$ cat config.mk
export PLATFORM = sky130hd
export DESIGN_NAME = breakout_top
export DESIGN_NICKNAME = d
export VERILOG_FILES = /design/src/breakout_pkg.sv /design/src/breakout_top.sv /design/src/pixel_mixer.sv /design/src/paddle_motion.sv /design/src/brick_wall.sv /design/src/ball_motion.sv /design/src/game_control.sv /design/src/vga_timing.sv
export VERILOG_INCLUDE_DIRS = /design/src
export SDC_FILE = /design/constraint.sdc
export NUM_CORES = 1
export LEC_CHECK = 0
export BUFFER_PORTS_ARGS = -buffer_cell sky130_fd_sc_hd__buf_4
export CAP_MARGIN = 20
export CORE_UTILIZATION = 60
export CTS_CLUSTER_SIZE = 12
export DETAILED_ROUTE_END_ITERATION = 6
export PLACE_DENSITY_LB_ADDON = 0.15
export SLEW_MARGIN = 20
export SYNTH_ARGS = -nofsm -noshare
export SYNTH_HDL_FRONTEND = slang
export SYNTH_HIERARCHICAL = 1
export SYNTH_SLANG_ARGS = --single-unit
export TNS_END_PERCENT = 30
$ cat constraint.sdc
create_clock -name clk -period 3.65 [get_ports clk]
set_input_delay 0.365 -clock clk [delete_from_list [all_inputs] [get_ports clk]]
set_output_delay 0.365 -clock clk [all_outputs]
set_load 0.02 [all_outputs]
$ cat src/breakout_macros.svh
`ifndef BREAKOUT_MACROS_SVH
`define BREAKOUT_MACROS_SVH

// 640x480 at 25 MHz pixel rate
`define H_ACTIVE       640
`define H_SYNC_START   655
`define H_SYNC_END     747
`define H_MAX          793
`define V_ACTIVE       480
`define V_SYNC_START   490
`define V_SYNC_END     492
`define V_MAX          525

// Playfield bounds in pixels
`define FIELD_LEFT     20
`define FIELD_TOP      20
`define FIELD_RIGHT    620
`define FIELD_BOTTOM   500

`define BALL_SIZE      20
`define PADDLE_W       80
`define PADDLE_H       15
`define PADDLE_Y       445

// Two rows, five bricks on top and four staggered below
`define BRICK_W        80
`define BRICK_H        30
`define NUM_BRICKS     9
`define ROW0_Y         20
`define ROW1_Y         52
`define ROW0_X         116
`define ROW1_X         157
`define BRICK_PITCH    82

`define BALL_START_X   310
`define BALL_START_Y   424
`define PADDLE_START_X 280

// Default game speed in clk cycles per step
`define DEF_BALL_DIV   300000
`define DEF_PADDLE_DIV 200000

`endif
$ cat src/breakout_pkg.sv
`default_nettype none
`include "breakout_macros.svh"

package breakout_pkg;

	typedef logic [10:0] coord_t; // Screen coordinate

	typedef struct packed {
		coord_t x;
		coord_t y;
	} point_t;

	typedef enum logic [1:0] {
		dir_ne,
		dir_nw,
		dir_sw,
		dir_se
	} ball_dir_e;

	typedef enum logic [1:0] {
		st_idle,
		st_serve,
		st_play,
		st_over
	} game_state_e;

	typedef logic [`NUM_BRICKS-1:0] brick_mask_t; // One bit per present brick

	typedef struct packed {
		logic hit_left;
		logic hit_right;
		logic hit_top;
		logic hit_bottom;
		logic hit_paddle;
	} contact_t;

	typedef struct packed {
		coord_t x;
		coord_t y;
		logic   active;
		logic   pix_en;
	} vga_pos_t;

	typedef struct packed {
		logic       hsync;
		logic       vsync;
		logic       blank_n;
		logic [7:0] red;
		logic [7:0] green;
		logic [7:0] blue;
	} vga_out_t;

	typedef struct packed {
		game_state_e state;
		point_t      ball;
		coord_t      paddle_x;
		brick_mask_t mask;
	} game_status_t;

endpackage

`default_nettype wire

$ cat src/breakout_top.sv
`timescale 1ns/1ns
`default_nettype none
`include "breakout_macros.svh"

module breakout_top #(
	parameter int BALL_DIV   = `DEF_BALL_DIV,
	parameter int PADDLE_DIV = `DEF_PADDLE_DIV
) (
	input  logic                       clk,
	input  logic                       rst,
	input  logic                       start_game,
	input  logic [1:0]                 keys,
	output breakout_pkg::vga_out_t     video,
	output breakout_pkg::game_status_t status
);
	import breakout_pkg::*;

	logic        ball_tick;
	logic        paddle_tick;
	logic        clear_en;
	logic        brick_hit;
	logic        brick_px;
	logic        hsync;
	logic        vsync;
	logic        blank_n;
	ball_dir_e   ball_dir;
	game_state_e state;
	contact_t    contact;
	point_t      ball;
	coord_t      paddle_x;
	brick_mask_t mask;
	vga_pos_t    pos;

	game_control #(.BALL_DIV(BALL_DIV), .PADDLE_DIV(PADDLE_DIV)) control_i (
		.clk(clk), .rst(rst), .start_game(start_game), .contact(contact),
		.brick_hit(brick_hit), .ball_tick(ball_tick), .paddle_tick(paddle_tick),
		.clear_en(clear_en), .ball_dir(ball_dir), .state(state)
	);

	ball_motion ball_i (
		.clk(clk), .rst(rst), .ball_tick(ball_tick), .hold(state != st_play),
		.ball_dir(ball_dir), .paddle_x(paddle_x), .ball(ball), .contact(contact)
	);

	brick_wall bricks_i (
		.clk(clk), .rst(rst), .clear_en(clear_en), .ball(ball), .pos(pos),
		.mask(mask), .brick_hit(brick_hit), .brick_px(brick_px)
	);

	paddle_motion paddle_i (
		.clk(clk), .rst(rst), .paddle_tick(paddle_tick), .keys(keys), .paddle_x(paddle_x)
	);

	vga_timing timing_i (
		.clk(clk), .rst(rst), .pos(pos), .hsync(hsync), .vsync(vsync), .blank_n(blank_n)
	);

	pixel_mixer mixer_i (
		.clk(clk), .rst(rst), .pos(pos), .hsync(hsync), .vsync(vsync), .blank_n(blank_n),
		.ball(ball), .paddle_x(paddle_x), .brick_px(brick_px), .video(video)
	);

	assign status = '{state: state, ball: ball, paddle_x: paddle_x, mask: mask};

endmodule

`default_nettype wire

$ cat src/pixel_mixer.sv
`timescale 1ns/1ns
`default_nettype none
`include "breakout_macros.svh"

module pixel_mixer (
	input  logic                   clk,
	input  logic                   rst,
	input  breakout_pkg::vga_pos_t pos,
	input  logic                   hsync,
	input  logic                   vsync,
	input  logic                   blank_n,
	input  breakout_pkg::point_t   ball,
	input  breakout_pkg::coord_t   paddle_x,
	input  logic                   brick_px,
	output breakout_pkg::vga_out_t video
);
	logic        in_field;
	logic        paddle_px;
	logic        ball_px;
	logic [23:0] rgb; // Red, green, blue

	assign in_field = (pos.x >= `FIELD_LEFT) && (pos.x < `FIELD_RIGHT)
		&& (pos.y >= `FIELD_TOP) && (pos.y < `FIELD_BOTTOM);
	assign paddle_px = (pos.x >= paddle_x) && (pos.x < paddle_x + `PADDLE_W)
		&& (pos.y >= `PADDLE_Y) && (pos.y < `PADDLE_Y + `PADDLE_H);
	assign ball_px = (pos.x >= ball.x) && (pos.x < ball.x + `BALL_SIZE)
		&& (pos.y >= ball.y) && (pos.y < ball.y + `BALL_SIZE);

	always_ff @(posedge clk or negedge rst)
	begin
		if (!rst)
			rgb <= '0;
		else if (pos.pix_en)
		begin
			if (!pos.active || !in_field)
				rgb <= 24'h000000;
			else if (paddle_px)
				rgb <= 24'h0000ff;
			else if (brick_px)
				rgb <= 24'hffff00; // Yellow bricks
			else if (ball_px)
				rgb <= 24'h00ffff;
			else
				rgb <= 24'hffffff;
		end
	end

	assign video = '{hsync: hsync, vsync: vsync, blank_n: blank_n,
		red: rgb[23:16], green: rgb[15:8], blue: rgb[7:0]};

endmodule

`default_nettype wire

$ cat src/paddle_motion.sv
`timescale 1ns/1ns
`default_nettype none
`include "breakout_macros.svh"

module paddle_motion (
	input  logic                 clk,
	input  logic                 rst,
	input  logic                 paddle_tick,
	input  logic [1:0]           keys,
	output breakout_pkg::coord_t paddle_x
);
	import breakout_pkg::*;

	always_ff @(posedge clk or negedge rst)
	begin
		if (!rst)
			paddle_x <= coord_t'(`PADDLE_START_X);
		else if (paddle_tick)
		begin
			case (keys)
				2'b10:
					if (paddle_x > `FIELD_LEFT)
						paddle_x <= paddle_x - 1'b1; // Left
				2'b01:
					if (paddle_x < `FIELD_RIGHT - `PADDLE_W)
						paddle_x <= paddle_x + 1'b1; // Right
				default:
					paddle_x <= paddle_x;
			endcase
		end
	end

endmodule

`default_nettype wire

$ cat src/brick_wall.sv
`timescale 1ns/1ns
`default_nettype none
`include "breakout_macros.svh"

module brick_wall (
	input  logic                      clk,
	input  logic                      rst,
	input  logic                      clear_en,
	input  breakout_pkg::point_t      ball,
	input  breakout_pkg::vga_pos_t    pos,
	output breakout_pkg::brick_mask_t mask,
	output logic                      brick_hit,
	output logic                      brick_px
);
	import breakout_pkg::*;

	localparam int ROW0_N = (`NUM_BRICKS + 1) / 2; // Five on the top row

	brick_mask_t hit_vec;
	brick_mask_t cover_vec;

	for (genvar i = 0; i < `NUM_BRICKS; i++)
	begin : g_brick
		localparam coord_t BX = (i < ROW0_N) ? coord_t'(`ROW0_X + i * `BRICK_PITCH)
			: coord_t'(`ROW1_X + (i - ROW0_N) * `BRICK_PITCH);
		localparam coord_t BY = (i < ROW0_N) ? coord_t'(`ROW0_Y) : coord_t'(`ROW1_Y);

		// Ball rectangle overlaps this brick
		assign hit_vec[i] = mask[i]
			&& (ball.x + `BALL_SIZE >= BX) && (ball.x <= BX + `BRICK_W)
			&& (ball.y + `BALL_SIZE >= BY) && (ball.y <= BY + `BRICK_H);

		assign cover_vec[i] = mask[i]
			&& (pos.x >= BX) && (pos.x < BX + `BRICK_W)
			&& (pos.y >= BY) && (pos.y < BY + `BRICK_H);
	end

	assign brick_hit = |hit_vec;
	assign brick_px = pos.active && (|cover_vec);

	always_ff @(posedge clk or negedge rst)
	begin
		if (!rst)
			mask <= '1; // Full wall
		else if (clear_en)
			mask <= mask & ~hit_vec;
	end

endmodule

`default_nettype wire

$ cat src/ball_motion.sv
`timescale 1ns/1ns
`default_nettype none
`include "breakout_macros.svh"

module ball_motion (
	input  logic                    clk,
	input  logic                    rst,
	input  logic                    ball_tick,
	input  logic                    hold,
	input  breakout_pkg::ball_dir_e ball_dir,
	input  breakout_pkg::coord_t    paddle_x,
	output breakout_pkg::point_t    ball,
	output breakout_pkg::contact_t  contact
);
	import breakout_pkg::*;

	always_ff @(posedge clk or negedge rst)
	begin
		if (!rst)
		begin
			ball.x <= coord_t'(`BALL_START_X);
			ball.y <= coord_t'(`BALL_START_Y);
		end
		else if (ball_tick && !hold)
		begin
			ball.x <= (ball_dir == dir_ne || ball_dir == dir_se) ? ball.x + 1'b1 : ball.x - 1'b1;
			ball.y <= (ball_dir == dir_ne || ball_dir == dir_nw) ? ball.y - 1'b1 : ball.y + 1'b1;
		end
	end

	// Wall contacts include overshoot past the bound
	assign contact.hit_left = (ball.x <= `FIELD_LEFT);
	assign contact.hit_right = (ball.x + `BALL_SIZE >= `FIELD_RIGHT);
	assign contact.hit_top = (ball.y <= `FIELD_TOP);
	assign contact.hit_bottom = (ball.y >= `FIELD_BOTTOM);

	// Ball bottom edge within the paddle's depth and span
	assign contact.hit_paddle = (ball.y + `BALL_SIZE >= `PADDLE_Y)
		&& (ball.y + `BALL_SIZE <= `PADDLE_Y + `PADDLE_H)
		&& (ball.x + `BALL_SIZE >= paddle_x)
		&& (ball.x <= paddle_x + `PADDLE_W);

endmodule

`default_nettype wire

$ cat src/game_control.sv
`timescale 1ns/1ns
`default_nettype none
`include "breakout_macros.svh"

module game_control #(
	parameter int BALL_DIV   = `DEF_BALL_DIV,
	parameter int PADDLE_DIV = `DEF_PADDLE_DIV
) (
	input  logic                     clk,
	input  logic                     rst,
	input  logic                     start_game,
	input  breakout_pkg::contact_t   contact,
	input  logic                     brick_hit,
	output logic                     ball_tick,
	output logic                     paddle_tick,
	output logic                     clear_en,
	output breakout_pkg::ball_dir_e  ball_dir,
	output breakout_pkg::game_state_e state
);
	import breakout_pkg::*;

	localparam int CW = $clog2((BALL_DIV > PADDLE_DIV ? BALL_DIV : PADDLE_DIV) + 1);

	logic [1:0] tick;
	logic       north;
	ball_dir_e  next_dir;

	// Index 0 paces the ball, index 1 the paddle
	for (genvar i = 0; i < 2; i++)
	begin : g_tick
		localparam int DIV = (i == 0) ? BALL_DIV : PADDLE_DIV;
		logic [CW-1:0] cnt;
		logic          pulse;

		always_ff @(posedge clk or negedge rst)
		begin
			if (!rst)
			begin
				cnt <= '0;
				pulse <= 1'b0;
			end
			else if (cnt == CW'(DIV - 1))
			begin
				cnt <= '0;
				pulse <= 1'b1;
			end
			else
			begin
				cnt <= cnt + 1'b1;
				pulse <= 1'b0;
			end
		end

		assign tick[i] = pulse;
	end

	assign ball_tick = tick[0];
	assign paddle_tick = tick[1];

	assign north = (ball_dir == dir_ne) || (ball_dir == dir_nw);
	assign clear_en = ball_tick && (state == st_play) && north; // Bricks break only going up

	// Side walls win over every other contact
	always_comb
	begin
		next_dir = ball_dir;
		if (contact.hit_left)
			next_dir = north ? dir_ne : dir_se;
		else if (contact.hit_right)
			next_dir = north ? dir_nw : dir_sw;
		else if (north && (contact.hit_top || brick_hit))
			next_dir = (ball_dir == dir_ne) ? dir_se : dir_sw;
		else if (!north && contact.hit_paddle)
			next_dir = (ball_dir == dir_se) ? dir_ne : dir_nw;
	end

	always_ff @(posedge clk or negedge rst)
	begin
		if (!rst)
		begin
			state <= st_idle;
			ball_dir <= dir_nw;
		end
		else if (ball_tick)
		begin
			case (state)
				st_idle:
					state <= st_serve;
				st_serve:
					if (start_game)
					begin
						state <= st_play;
						ball_dir <= dir_nw; // Serve up and to the left
					end
				st_play:
					if (contact.hit_bottom)
						state <= st_over;
					else
						ball_dir <= next_dir;
				default:
					state <= st_over; // Terminal until reset
			endcase
		end
	end

endmodule

`default_nettype wire

$ cat src/vga_timing.sv
`timescale 1ns/1ns
`default_nettype none
`include "breakout_macros.svh"

module vga_timing (
	input  logic                  clk,
	input  logic                  rst,
	output breakout_pkg::vga_pos_t pos,
	output logic                  hsync,
	output logic                  vsync,
	output logic                  blank_n
);
	import breakout_pkg::*;

	logic   pix_en;
	coord_t h_cnt;
	coord_t v_cnt;
	logic   active;

	assign active = (h_cnt < `H_ACTIVE) && (v_cnt < `V_ACTIVE);
	assign pos = '{x: h_cnt, y: v_cnt, active: active, pix_en: pix_en};

	always_ff @(posedge clk or negedge rst)
	begin
		if (!rst)
		begin
			pix_en <= 1'b0;
			h_cnt <= '0;
			v_cnt <= '0;
		end
		else
		begin
			pix_en <= ~pix_en; // Half rate pixel enable
			if (pix_en)
			begin
				if (h_cnt == `H_MAX)
				begin
					h_cnt <= '0;
					v_cnt <= (v_cnt == `V_MAX) ? '0 : v_cnt + 1'b1;
				end
				else
					h_cnt <= h_cnt + 1'b1;
			end
		end
	end

	// Sync and blank lag the counters by one pixel
	always_ff @(posedge clk or negedge rst)
	begin
		if (!rst)
		begin
			hsync <= 1'b1;
			vsync <= 1'b1;
			blank_n <= 1'b0;
		end
		else if (pix_en)
		begin
			hsync <= !((h_cnt >= `H_SYNC_START) && (h_cnt < `H_SYNC_END));
			vsync <= !((v_cnt >= `V_SYNC_START) && (v_cnt < `V_SYNC_END));
			blank_n <= active;
		end
	end

endmodule

`default_nettype wire

# Yosys cells after proc, flatten, opt, wreduce, memory -nomap -nowiden
# Index checks and enable logic that the tools add are counted.
classes:
  addsub: 13
  n_lt_le_gt_ge: 72
  n_eq_ne: 17
  muxes: 29
  bitwise: 3
  n_reduce_logical: 113
op_table:
  columns: ["op", "n"]
  rows:
  - ["$ge A32 B9 Y1 const B", 6]
  - ["$lt A11 B9 Y1 const B", 10]
  - ["$ge A32 B8 Y1 const B", 3]
  - ["$lt A11 B32 Y1", 3]
  - ["$mux W24", 4]
  - ["$logic_and A1 B1 Y1", 93]
  - ["$ge A11 B9 Y1 const B", 8]
  - ["$le A11 B9 Y1 const B", 6]
  - ["$mux W11", 6]
  - ["$add A11 B1 Y11 const B", 5]
  - ["$lt A11 B10 Y1 const B", 5]
  - ["$add A19 B1 Y19 const B", 2]
  - ["$mux W19", 2]
  - ["$ge A11 B11 Y1", 3]
  - ["$ge A11 B5 Y1 const B", 3]
  - ["$ge A11 B8 Y1 const B", 3]
  - ["$sub A11 B1 Y11 const B", 3]
  - ["$ge A32 B10 Y1 const B", 1]
  - ["$ge A32 B11 Y1", 1]
  - ["$ge A32 B5 Y1 const B", 1]
  - ["$ge A32 B6 Y1 const B", 1]
  - ["$ge A32 B7 Y1 const B", 1]
  - ["$le A11 B32 Y1", 1]
  - ["$le A32 B9 Y1 const B", 1]
  - ["39 further kinds", 75]
totals:
  register_bits: 136
  input_bits: 5
  out_inout_bits: 71

# Depth between registers and ports, before layout
# Gate-level depths: netlist (run 1).
depth:
  depth_word: 14
  ltp_mapped: 15
  mapped_depth_nobuf: 14

# Hierarchy
# The synthesis (run 1) kept the hierarchy.
modules_own_cells:
  columns: ["mod", "n_inst", "cells_per_inst", "area_per_inst_um2"]
  rows:
  - ["ball_motion", 1, 305, 2552.4]
  - ["game_control", 1, 210, 2183.3]
  - ["pixel_mixer", 1, 281, 2117.0]
  - ["brick_wall", 1, 273, 1928.1]
  - ["vga_timing", 1, 142, 1416.4]
  - ["paddle_motion", 1, 107, 972.2]
  - ["breakout_top", 1, 1, 6.3]

# Least setup slack after synthesis (run 1)
# No wires, ideal clock.
synth_timing:
  kind: "flip-flop to flip-flop"
  start: "register, netlist name ball_i/ball[13]"
  end: "register control_i.ball_dir[0]"
  setup_time_ps: 89
  arrival_time_ps: 3326
  required_ps: 3561
  setup_slack_ps: 235
  path_stages_with_launch: 13
  cell_sequence: "dfstp_2 -> ha_1 -> o2111ai_2 -> xor2_2 -> a21boi_2 -> o21a_2 -> o32ai_1 -> a2111o_1 -> or4_1 -> nor2_1 -> o21ai_0 -> nor4bb_1 -> a211oi_1"
synth_via:
  elab_chain_cells: 14
synth_rtl:
  columns: ["element", "line_no", "text"]
  rows:
  - ["$add A11 B5 Y12 (no source line)", null, null]
  - ["$ge A32 B7 Y1 (tied with other cells)", "brick_wall.sv:30", "&& (ball.x + `BALL_SIZE >= BX) && (ball.x <= BX + `BRICK_W)"]
  - ["$logic_and A1 B1 Y1 (4 in a row)", "brick_wall.sv:29", "assign hit_vec[i] = mask[i]"]
  - ["$reduce_or A9 Y1 (*)", "brick_wall.sv:38", "assign brick_hit = |hit_vec;"]
  - ["via brick_hit", "breakout_top.sv:21", "logic brick_hit;"]
  - ["$logic_or A1 B1 Y1 (*)", "game_control.sv:71", "else if (north && (contact.hit_top || brick_hit))"]
  - ["$logic_and A1 B1 Y1 (*)", "game_control.sv:71", null]
  - ["$mux W2", "game_control.sv:71", null]
  - ["$mux W2", "game_control.sv:69", "else if (contact.hit_right)"]
  - ["$mux W2", "game_control.sv:67", "if (contact.hit_left)"]
  - ["$mux W2", "game_control.sv:96", "if (contact.hit_bottom)"]
  - ["$pmux W2 S2", "game_control.sv:86", "case (state)"]
  - ["end signal: assignment", "game_control.sv:82", "ball_dir <= dir_nw;"]
  - ["end signal: assignment", "game_control.sv:93", "ball_dir <= dir_nw;"]
  - ["end signal: assignment", "game_control.sv:99", "ball_dir <= next_dir;"]
  - ["end: declaration", "game_control.sv:17", "output breakout_pkg::ball_dir_e ball_dir,"]
# The timed path passes the listed nets; every way through them passes the cells marked *. The select of a mux whose other input is x is not followed.
# A chain may end at the register's enable or synchronous reset.

# Worst setup path after layout (run 1)
layout_timing:
  start: "register, netlist name ball_i/ball[13]"
  end: "register control_i.ball_dir[0]"
layout_via:
  elab_chain_cells: 14
layout_rtl:
  columns: ["element", "line_no"]
  rows:
  - ["$add A11 B5 Y12 (no source line)", null]
  - ["$ge A32 B7 Y1 (tied with other cells)", "brick_wall.sv:30"]
  - ["$logic_and A1 B1 Y1 (4 in a row)", "brick_wall.sv:29"]
  - ["$reduce_or A9 Y1 (*)", "brick_wall.sv:38"]
  - ["via brick_hit", "breakout_top.sv:21"]
  - ["$logic_or A1 B1 Y1 (*)", "game_control.sv:71"]
  - ["$logic_and A1 B1 Y1 (*)", "game_control.sv:71"]
  - ["$mux W2", "game_control.sv:71"]
  - ["$mux W2", "game_control.sv:69"]
  - ["$mux W2", "game_control.sv:67"]
  - ["$mux W2", "game_control.sv:96"]
  - ["$pmux W2 S2", "game_control.sv:86"]
# Marks and branches as above.

==> results by stage, run 1 <==
Routing:
- The final layout contains routed wiring with a total length of approximately 30,000 um.
- The violation count after the first detailed-routing iteration is slightly above 800.
- The via density per instance is between 6 and 7.
- The length of routed wiring on met1 is 13,300 um.
- The post-detailed-route wirelength per cell is around 18 um.
- The total iterations of the first detailed-routing run is 7.
- The number of design rule violations left after detail routing is 10.
- Once detail routing completed, the nets flagged for antenna violations numbered 0.
- The routed design uses about 14,000 um of met2 wire.
- Summed over all nets, wire length on met3 after detailed routing comes to about 2000 um.
- The via count is ~10,000.
- The top layer reached by signal wires is met4.

Logic synthesis:
- Summing the areas of all xor and xnor instances in the mapped netlist gives 7.90% of the synthesized area.
- The post-synthesis cell type count is 108.
- In the synthesized netlist the dominant register cell turns out to be dfrtp_1.
- Synthesis produced ~1,300 cells.
- When the netlist entered floorplanning its net count stood at around 1,500.
- By area the synthesized netlist is led by dfrtp_1 (20%), ha_1 (14%), dfstp_2 (5.6%).
- In this run, synthesis inferred 0 flip-flops with an integrated enable.
- By count the netlist is led by ha_1 (128), inv_1 (101), nor2_1 (99).
- After synthesis, the largest family of logic cells by area is simple AND/OR/NAND/NOR gates.
- The share of the Yosys chip area taken by registers is a little over a quarter.
- The adder-cell share of the synthesized area is between 10 and 15%.
- The simple-gate share of the synthesized area is roughly 22%.
- Yosys printed 6 warnings.
- The cell area that synthesis handed to floorplanning was between 0.01 and 0.015 mm^2.
- For this run, asynchronously set or reset flops after synthesis account for 100%.
- The synthesized-area fraction occupied by ao, oa, aoi and oai cells is 21.2%.
- ha_1 is the most common cell in the netlist.
- The largest area contributor in the synthesized netlist is dfrtp_1.
- The number of storage elements in the synthesis netlist is roughly 120.
- The per-instance average area after synthesis is around 8.5 um^2.
- The fraction of post-synthesis cell area in the top cell type by area is about a fifth.
- The portion of synthesized area spent on multiplexers is less than 1%.

Timing:
- The worst relative slew slack is a little under two fifths.
- In the finished design, the share of the clock period the worst path needs comes to 95.5%.
- Setup slack closes at ~0.16 ns.
- The time the final worst path needs with I/O delays and setup is 3.49 ns.
- The total count of max-transition violations in the final report is 0.
- The number of failing hold endpoints at the final stage is 0.
- Setup repair after global routing left no endpoint under its margin.
- Setup violations remaining at the end of the flow were counted as 0.
- Setup total negative slack on the finished layout was measured at 0 ns.
- The achievable frequency is 0.287 GHz.
- At the pin with the least slew margin, the transition time is approximately 0.93 ns.
- The setup skew after layout is between 0.01 and 0.015 ns.

Floorplan:
- 76 I/O pins were placed.
- The initial utilization of the core area, before any placement, comes to between 60% and 70%.
- The vertical die dimension is 138 um.
- The core region is between 0.015 and 0.02 mm^2.
- The cell row count is 49.
- The x dimension of the die is 138 um.
- The full die area is 0.0192 mm^2.

Cells and area:
- The layout cell share with drive strength beyond 1 is between 10% and 20%.
- The final layout contains 1,538 nets.
- The number of antenna diodes in the final layout is 0.
- The final instance count without filler cells is ~1,600.
- Relative to the synthesized area, the layout overhead comes to 12.8%.
- The layout has ~1,500 filler cells.

Global route:
- The global-route wire length before repair is about 50,000 um.
- For this run, the total global-route usage over all layers was measured as 31.9%.
- The largest net degree at the start of global routing is around 120.
- The number of global-route vias before repair is between 9,000 and 10,000.
- The initial antenna violation count is 0.
- For this run the aggregate overflow at the end of global routing stands at 0.

Place:
- Input and output buffers added on the ports amount to 75.
- At the placement stage, the worst setup path has a slack of 0.0957 ns.
- After legalization and detailed placement, the total HPWL measured between 20,000 and 25,000 um.
- Including well taps, the total number of placed cells is roughly 1,600.
- The weighted congestion at the end of routability-driven global placement is a little over 1.

Clocking:
- The number of levels the H-tree was split into is 4.
- The worst-skew pair later-pin latency is ~0.43 ns.
- The clock tree buffer depth is 2.
- Clock-pin slew was measured on the worst setup and hold paths at 0.06 ns.
- The post-CTS setup buffer count is 0.
- CTS saw around 120 sinks.
- The number of hold-repair buffers added at the cts stage is 0.
- The count of cells resized by post-cts repair is 0.
- The tree is rooted in a clkbuf_16.
- Buffers inserted during clock tree synthesis total 17.
- The TritonCTS clock tree is done.

Power:
- After layout, the design draws a total of around 3.0 mW.
- Across the VDD grid, the largest voltage drop is 322 uV.
- For this design the ratio of total power to cell area is 237 mW/mm^2.
- Summed over all cells, the static leakage comes to ~5.6 nW.

Critical path:
- On the worst path, the slowest cell contributes a delay of between 0.5 and 0.6 ns.
- The data required time at the worst endpoint is approximately 4 ns.
- The kind of critical path is flip-flop to flip-flop.
- The critical path goes through ha_2 > o2111ai_2 > xor2_2 > a21boi_2 > o21a_2 > o32ai_1 > a2111o_1 > or4_4 > nor2_1 > o21ai_0 > nor4bb_1 > a211oi_1.
- The worst setup path is launched from a flip-flop.
- The slowest stage cell on the critical path is or4_4.
- Along the worst path, the maximum fanout reaches 10.
- For the worst setup path, the data arrival time is around 3.8 ns.
- The kind of capture point of the worst setup path is a flip-flop.

Worst hold path:
- The class of the worst hold path is input pin to async pin.

Run status:
- The final reports fail on DRC.
- The flow ran to the end, but the final reports show violations.

Run:
- The max-cap violation count is 0.
metal layers:
metal  vias up  GRT usage [%]
met4         0           9.76
met3        51           4.95
met2       398           52.5
met5         -              0
met1      4952           43.3
li1       5007              -
worst max-delay path: cells and delay by family, from the launching register on:
kind / cells / cell delay [ns]
compound gates: 7 / 1.45
simple gates: 3 / 0.88
flops: 1 / 0.54
fa+ha+maj: 1 / 0.29
xor+xnor: 1 / 0.23
metrics by stage:
step                area (um^2)  hold slack (ns)  utilization, %
global route              12600           0.0990            69.7
finish                    12600           0.0415            69.7
global placement          12000            0.466            66.4
floorplan                 11200           0.0694               -
CTS                       12600           0.0634            69.6
detailed placement        12000            0.466            66.4
cell families (layout without fill, tap and decap cells):
kind of cell	Yosys count	after routing
XOR/XNOR	100	100
buffers and inverters	161	257
AND/OR/NAND/NOR	457	457
flip-flops	115	115
multiplexers	10	10
AO/OA/AOI/OAI	345	345
adder cells (fa/ha/maj)	131	131
report_power, final:
part           switching (mW)  internal, mW  total (mW)
clock network           0.641          1.01        1.65
registers                   0          1.28        1.28
logic                  0.0438        0.0170      0.0608
registers in the layout, indices dropped and copies added, names as in the netlist, 3 cells and up:
name / count
ball_i/ball: 22
bricks_i/mask: 9
control_i/g_tick.cnt: 38
mixer_i/rgb: 3
paddle_i/paddle_x: 11
timing_i/h_cnt: 11
timing_i/v_cnt: 11
layout make-up:
cell class | count | area (um^2) | share of cell area, %
inverters | 102 | 383 | 3.04
flip-flops and latches | 115 | 2910 | 23.1
clock buffers | 20 | 437 | 3.46
repair buffers | 123 | 940 | 7.45
multi-input cells | 1043 | 7520 | 59.6
clock inverters | 12 | 134 | 1.06
well taps | 229 | 287 | 2.27
placed cells by master, fill, tap and decap left out, types with 6 or more instances in the layout:
cell / count
xor2_1: 38
a21boi_0: 6
a21o_1: 19
ha_1: 127
o31ai_1: 9
a21oi_1: 76
nor4_1: 14
o211ai_1: 12
nand4_1: 26
nor4b_1: 6
and3_1: 15
and4_1: 10
dfrtp_1: 91
dfstp_2: 23
nand3b_1: 7
nand2b_1: 16
o21a_1: 12
nor3_1: 39
buf_4: 121
a2111oi_0: 9
nand3_1: 56
and2_1: 7
xnor2_1: 61
o21ai_0: 83
clkbuf_16: 17
inv_1: 101
a41oi_1: 6
nor3b_1: 7
nor2_1: 99
o2111ai_1: 11
nand2_1: 91
o21bai_1: 6
nor2b_1: 13
a31oi_1: 16
path summary, 6_finish.rpt:
path / start / slack, ns / cells after the start / endpoint
worst max register to register: ball_i/ball[13] / 0.16 / 12 / control_i/ball_dir[0]
min in group clk: start_game / 0.40 / 3 / control_i/ball_dir[1]
worst max-delay path: ball_i/ball[13] / 0.16 / 12 / control_i/ball_dir[0]
max in group asynchronous: rst / 3.17 / 2 / control_i/g_tick[0].cnt[4]
worst min-delay path: rst / 0.04 / 2 / paddle_i/paddle_x[0]
worst min register to register: bricks_i/mask[1] / 0.48 / 2 / bricks_i/mask[1]
No activity file was read; power rests on OpenSTA's default activity.
==> run 2: changes to the inputs <==
- CELL_PAD_IN_SITES_DETAIL_PLACEMENT: not set -> 0
- CELL_PAD_IN_SITES_GLOBAL_PLACEMENT: not set -> 1
- CORE_UTILIZATION: 60 -> 48
==> results by stage, run 2 (synthesized netlist as in run 1, its figures left out) <==
Run status:
- The flow ran to the end, but the final reports show violations.
- The final reports fail on hold timing.

Cells and area:
- The net total in the final layout came to 1,543 (+0.33%).
- Ranked by flip-flop count, first place goes to control_i/g_tick.cnt.
- The cell area after layout came to 0.0127 mm^2 (+0.82%).
- In the final layout, the registers with the most flip-flops are control_i/g_tick.cnt (38), ball_i/ball (22).
- The number of antenna repair diodes is 0 (unchanged).
- In the layout the commonest cells are ha_1 (127), buf_4 (126), inv_1 (101), nor2_1 (99).
- The layout cell share with drive strength beyond 1 came to 16.5% (+0.30 points).
- Leaving out fill and tap cells, the most frequent cell in the layout is ha_1.
- The post-route core utilization is 56.0% (-14 points).
- The number of flip-flops under the largest register name is 38 (unchanged).
- The area growth from synthesis to final layout is 13.8%.

Timing:
- Setup repair after global routing left no endpoint under its margin.
- The share of the cycle needed by the critical path after routing is 94.9% (-0.58 points).
- The worst hold margin came to -0.000849 ns (-0.0423 ns).
- The worst relative slew slack came to 41.4% (+3.2 points).
- The actual slew at the worst max-slew pin is 0.880 ns (-0.0484 ns).
- The setup-violating endpoint count in the final report is 0 (unchanged).
- The total count of max-transition violations in the final report came to 0 (unchanged).
- The achievable frequency is 0.289 GHz (+0.61%).
- The time the final worst path needs with I/O delays and setup is 3.46 ns (-0.0211 ns).
- The setup TNS came to 0 ns (unchanged).
- The number of failing hold endpoints at the final stage is 3 (+3).
- The setup skew after layout is 0.0168 ns (+0.00632 ns).

Critical path:
- The critical-path maximum fanout came to 8 (-2).
- STA classifies the critical path startpoint as a flip-flop.
- The worst setup path is captured at a flip-flop.
- The data required time at the worst endpoint is 3.98 ns (about the same).
- The kind of critical path is flip-flop to flip-flop.
- The number of cells traversed by the worst register-to-register path was 12 (unchanged).
- The data arrival at the endpoint of the critical path is 3.80 ns (-0.02 ns).

Power:
- The worst IR drop on VDD came to 202 uV (-37%).
- The leakage power total was 5.61 nW (+0.53%).
- The power density over the cells is 239 mW/mm^2 (+1.1%).

Routing:
- The via density per instance is 5.93 (-6.3%).
- The number of routed nets with antenna violations is 0 (unchanged).
- The violation count after the first detailed-routing iteration was 844 (+1.6%).
- The total iterations of the first detailed-routing run was 5 (-2).
- The via count was 10,116 (-2.8%).
- The post-detailed-route wirelength per cell came to 17.9 um (-0.68%).
- The number of design rule violations left after detail routing is 0 (-10).
- The sum of routed wire length over all layers is 30,600 um (+3.0%).

Floorplan:
- The x dimension of the die is 155 um (+12%).
- The I/O pin total is 76 (unchanged).
- The full die area was 0.0239 mm^2 (+25%).
- The cell row count is 55 (+12%).
- The initial standard-cell utilization of the core came to 49.2% (-13 points).
- The core outline area was 0.0227 mm^2 (+26%).
- The vertical die dimension is 155 um (+12%).

Global route:
- The overall fraction of global-route tracks in use is 26.2% (-5.7 points).
- The initial antenna violation count is 0 (unchanged).
- The global-route wire length before repair is 50,500 um (+1.3%).
- The number of global-route vias before repair is 9,596 (-3.2%).
- The total congestion overflow came to 0 (unchanged).
- The largest net degree at the start of global routing was 59 (-49%).

Worst hold path:
- The tightest min-delay check is of the input pin to async pin type.

Place:
- The count of input and output buffers is 75 (unchanged).
- The placed wire-length estimate came to 22,800 um (+6.5%).
- The total placed instance area is 0.0121 mm^2 (+0.90%).
- The weighted congestion at the end of routability-driven global placement is 0.886 (-12%).

Run:
- The max-cap violation count is 0 (unchanged).

Clocking:
- The number of hold-repair buffers added at the cts stage is 0 (unchanged).
- The tree is rooted in a clkbuf_16.
- The number of levels the H-tree was split into is 4 (unchanged).
- TritonCTS built the clock tree.
- The clock tree buffer depth came to 2 (unchanged).
- The CTS buffer count came to 17 (unchanged).
- The clock slew at the register clock pins of the worst setup and hold paths is 0.07 ns (about the same).
- The worst-skew pair later-pin latency was 0.43 ns (about the same).
- The total number of clock tree sinks is 115 (unchanged).
-- run 2: cell count changes in the layout (fill, tap and decap cells not counted), moves of 2 or more --
cell | before | now
inv_6 | 1 | 7
clkinv_2 | 3 | 0
a2111oi_1 | 1 | 3
buf_4 | 121 | 126
clkinv_4 | 4 | 0
inv_8 | 0 | 4
clkbuf_1 | 3 | 0
a2111oi_0 | 9 | 7
-- run 2: final timing paths --
check / startpoint / to / slack [ns]
max in group asynchronous: rst / bricks_i/mask[5] / 2.77
min reg2reg: control_i/g_tick[1].cnt[18] / control_i/g_tick[1].cnt[18] / 0.48
min: rst / paddle_i/paddle_x[1] / -0.0008
max: ball_i/ball[13] / control_i/ball_dir[0] / 0.19
max reg2reg: ball_i/ball[13] / control_i/ball_dir[0] / 0.19
min in group clk: start_game / control_i/ball_dir[1] / 0.40
-- run 2: area by class of cell --
cell class | instances | area, um^2
multi-input combinational | 1043 | 7500
clock inverter | 15 | 159
timing repair buffer | 128 | 977
sequential | 115 | 2910
clock buffer | 17 | 425
inverter | 102 | 383
tap | 285 | 357
fill | 2176 | 10000
-- run 2: timing repair --
action,4_1_cts,5_1_grt
hold endpoints to repair,0,0
buffers inserted,0,0
setup endpoints to repair,0,1
resized for setup,0,4
-- run 2: through the flow --
stage	total power [mW]	cells	setup WS [ns]
3_3_place_gp	1.36	1673	0.214
2_1_floorplan	1.32	1319	0.235
5_1_grt	3.14	1705	0.0139
6_report	3.04	1705	0.186
4_1_cts	3.08	1705	0.157
3_5_place_dp	1.36	1673	0.151
-- run 2: critical path, cell delays in order (launching register included) --
cell	delay, ns
dfstp_2	0.54
ha_2	0.25
o2111ai_2	0.15
xor2_2	0.23
a21boi_2	0.31
o21a_2	0.19
o32ai_1	0.09
a2111o_1	0.38
or4_1	0.59
nor2_1	0.17
o21ai_0	0.10
nor4bb_1	0.14
a211oi_1	0.24
-- run 2: per-layer routing --
| layer | wire length (um) | part of all wire [%] | global-route usage [%] |
|---|---|---|---|
| met5 | 0 | 0 | 0 |
| met3 | 1600 | 5.2 | 3.59 |
| met1 | 14900 | 49 | 37.9 |
| met4 | 283 | 0.93 | 5.85 |
| met2 | 13900 | 45 | 41.6 |
-- run 2: power breakdown --
| part | switching (mW) | internal [mW] | total (mW) |
|---|---|---|---|
| clock network | 0.733 | 0.969 | 1.70 |
| registers | 0 | 1.28 | 1.28 |
| logic | 0.0454 | 0.0168 | 0.0622 |
| total | 0.779 | 2.26 | 3.04 |
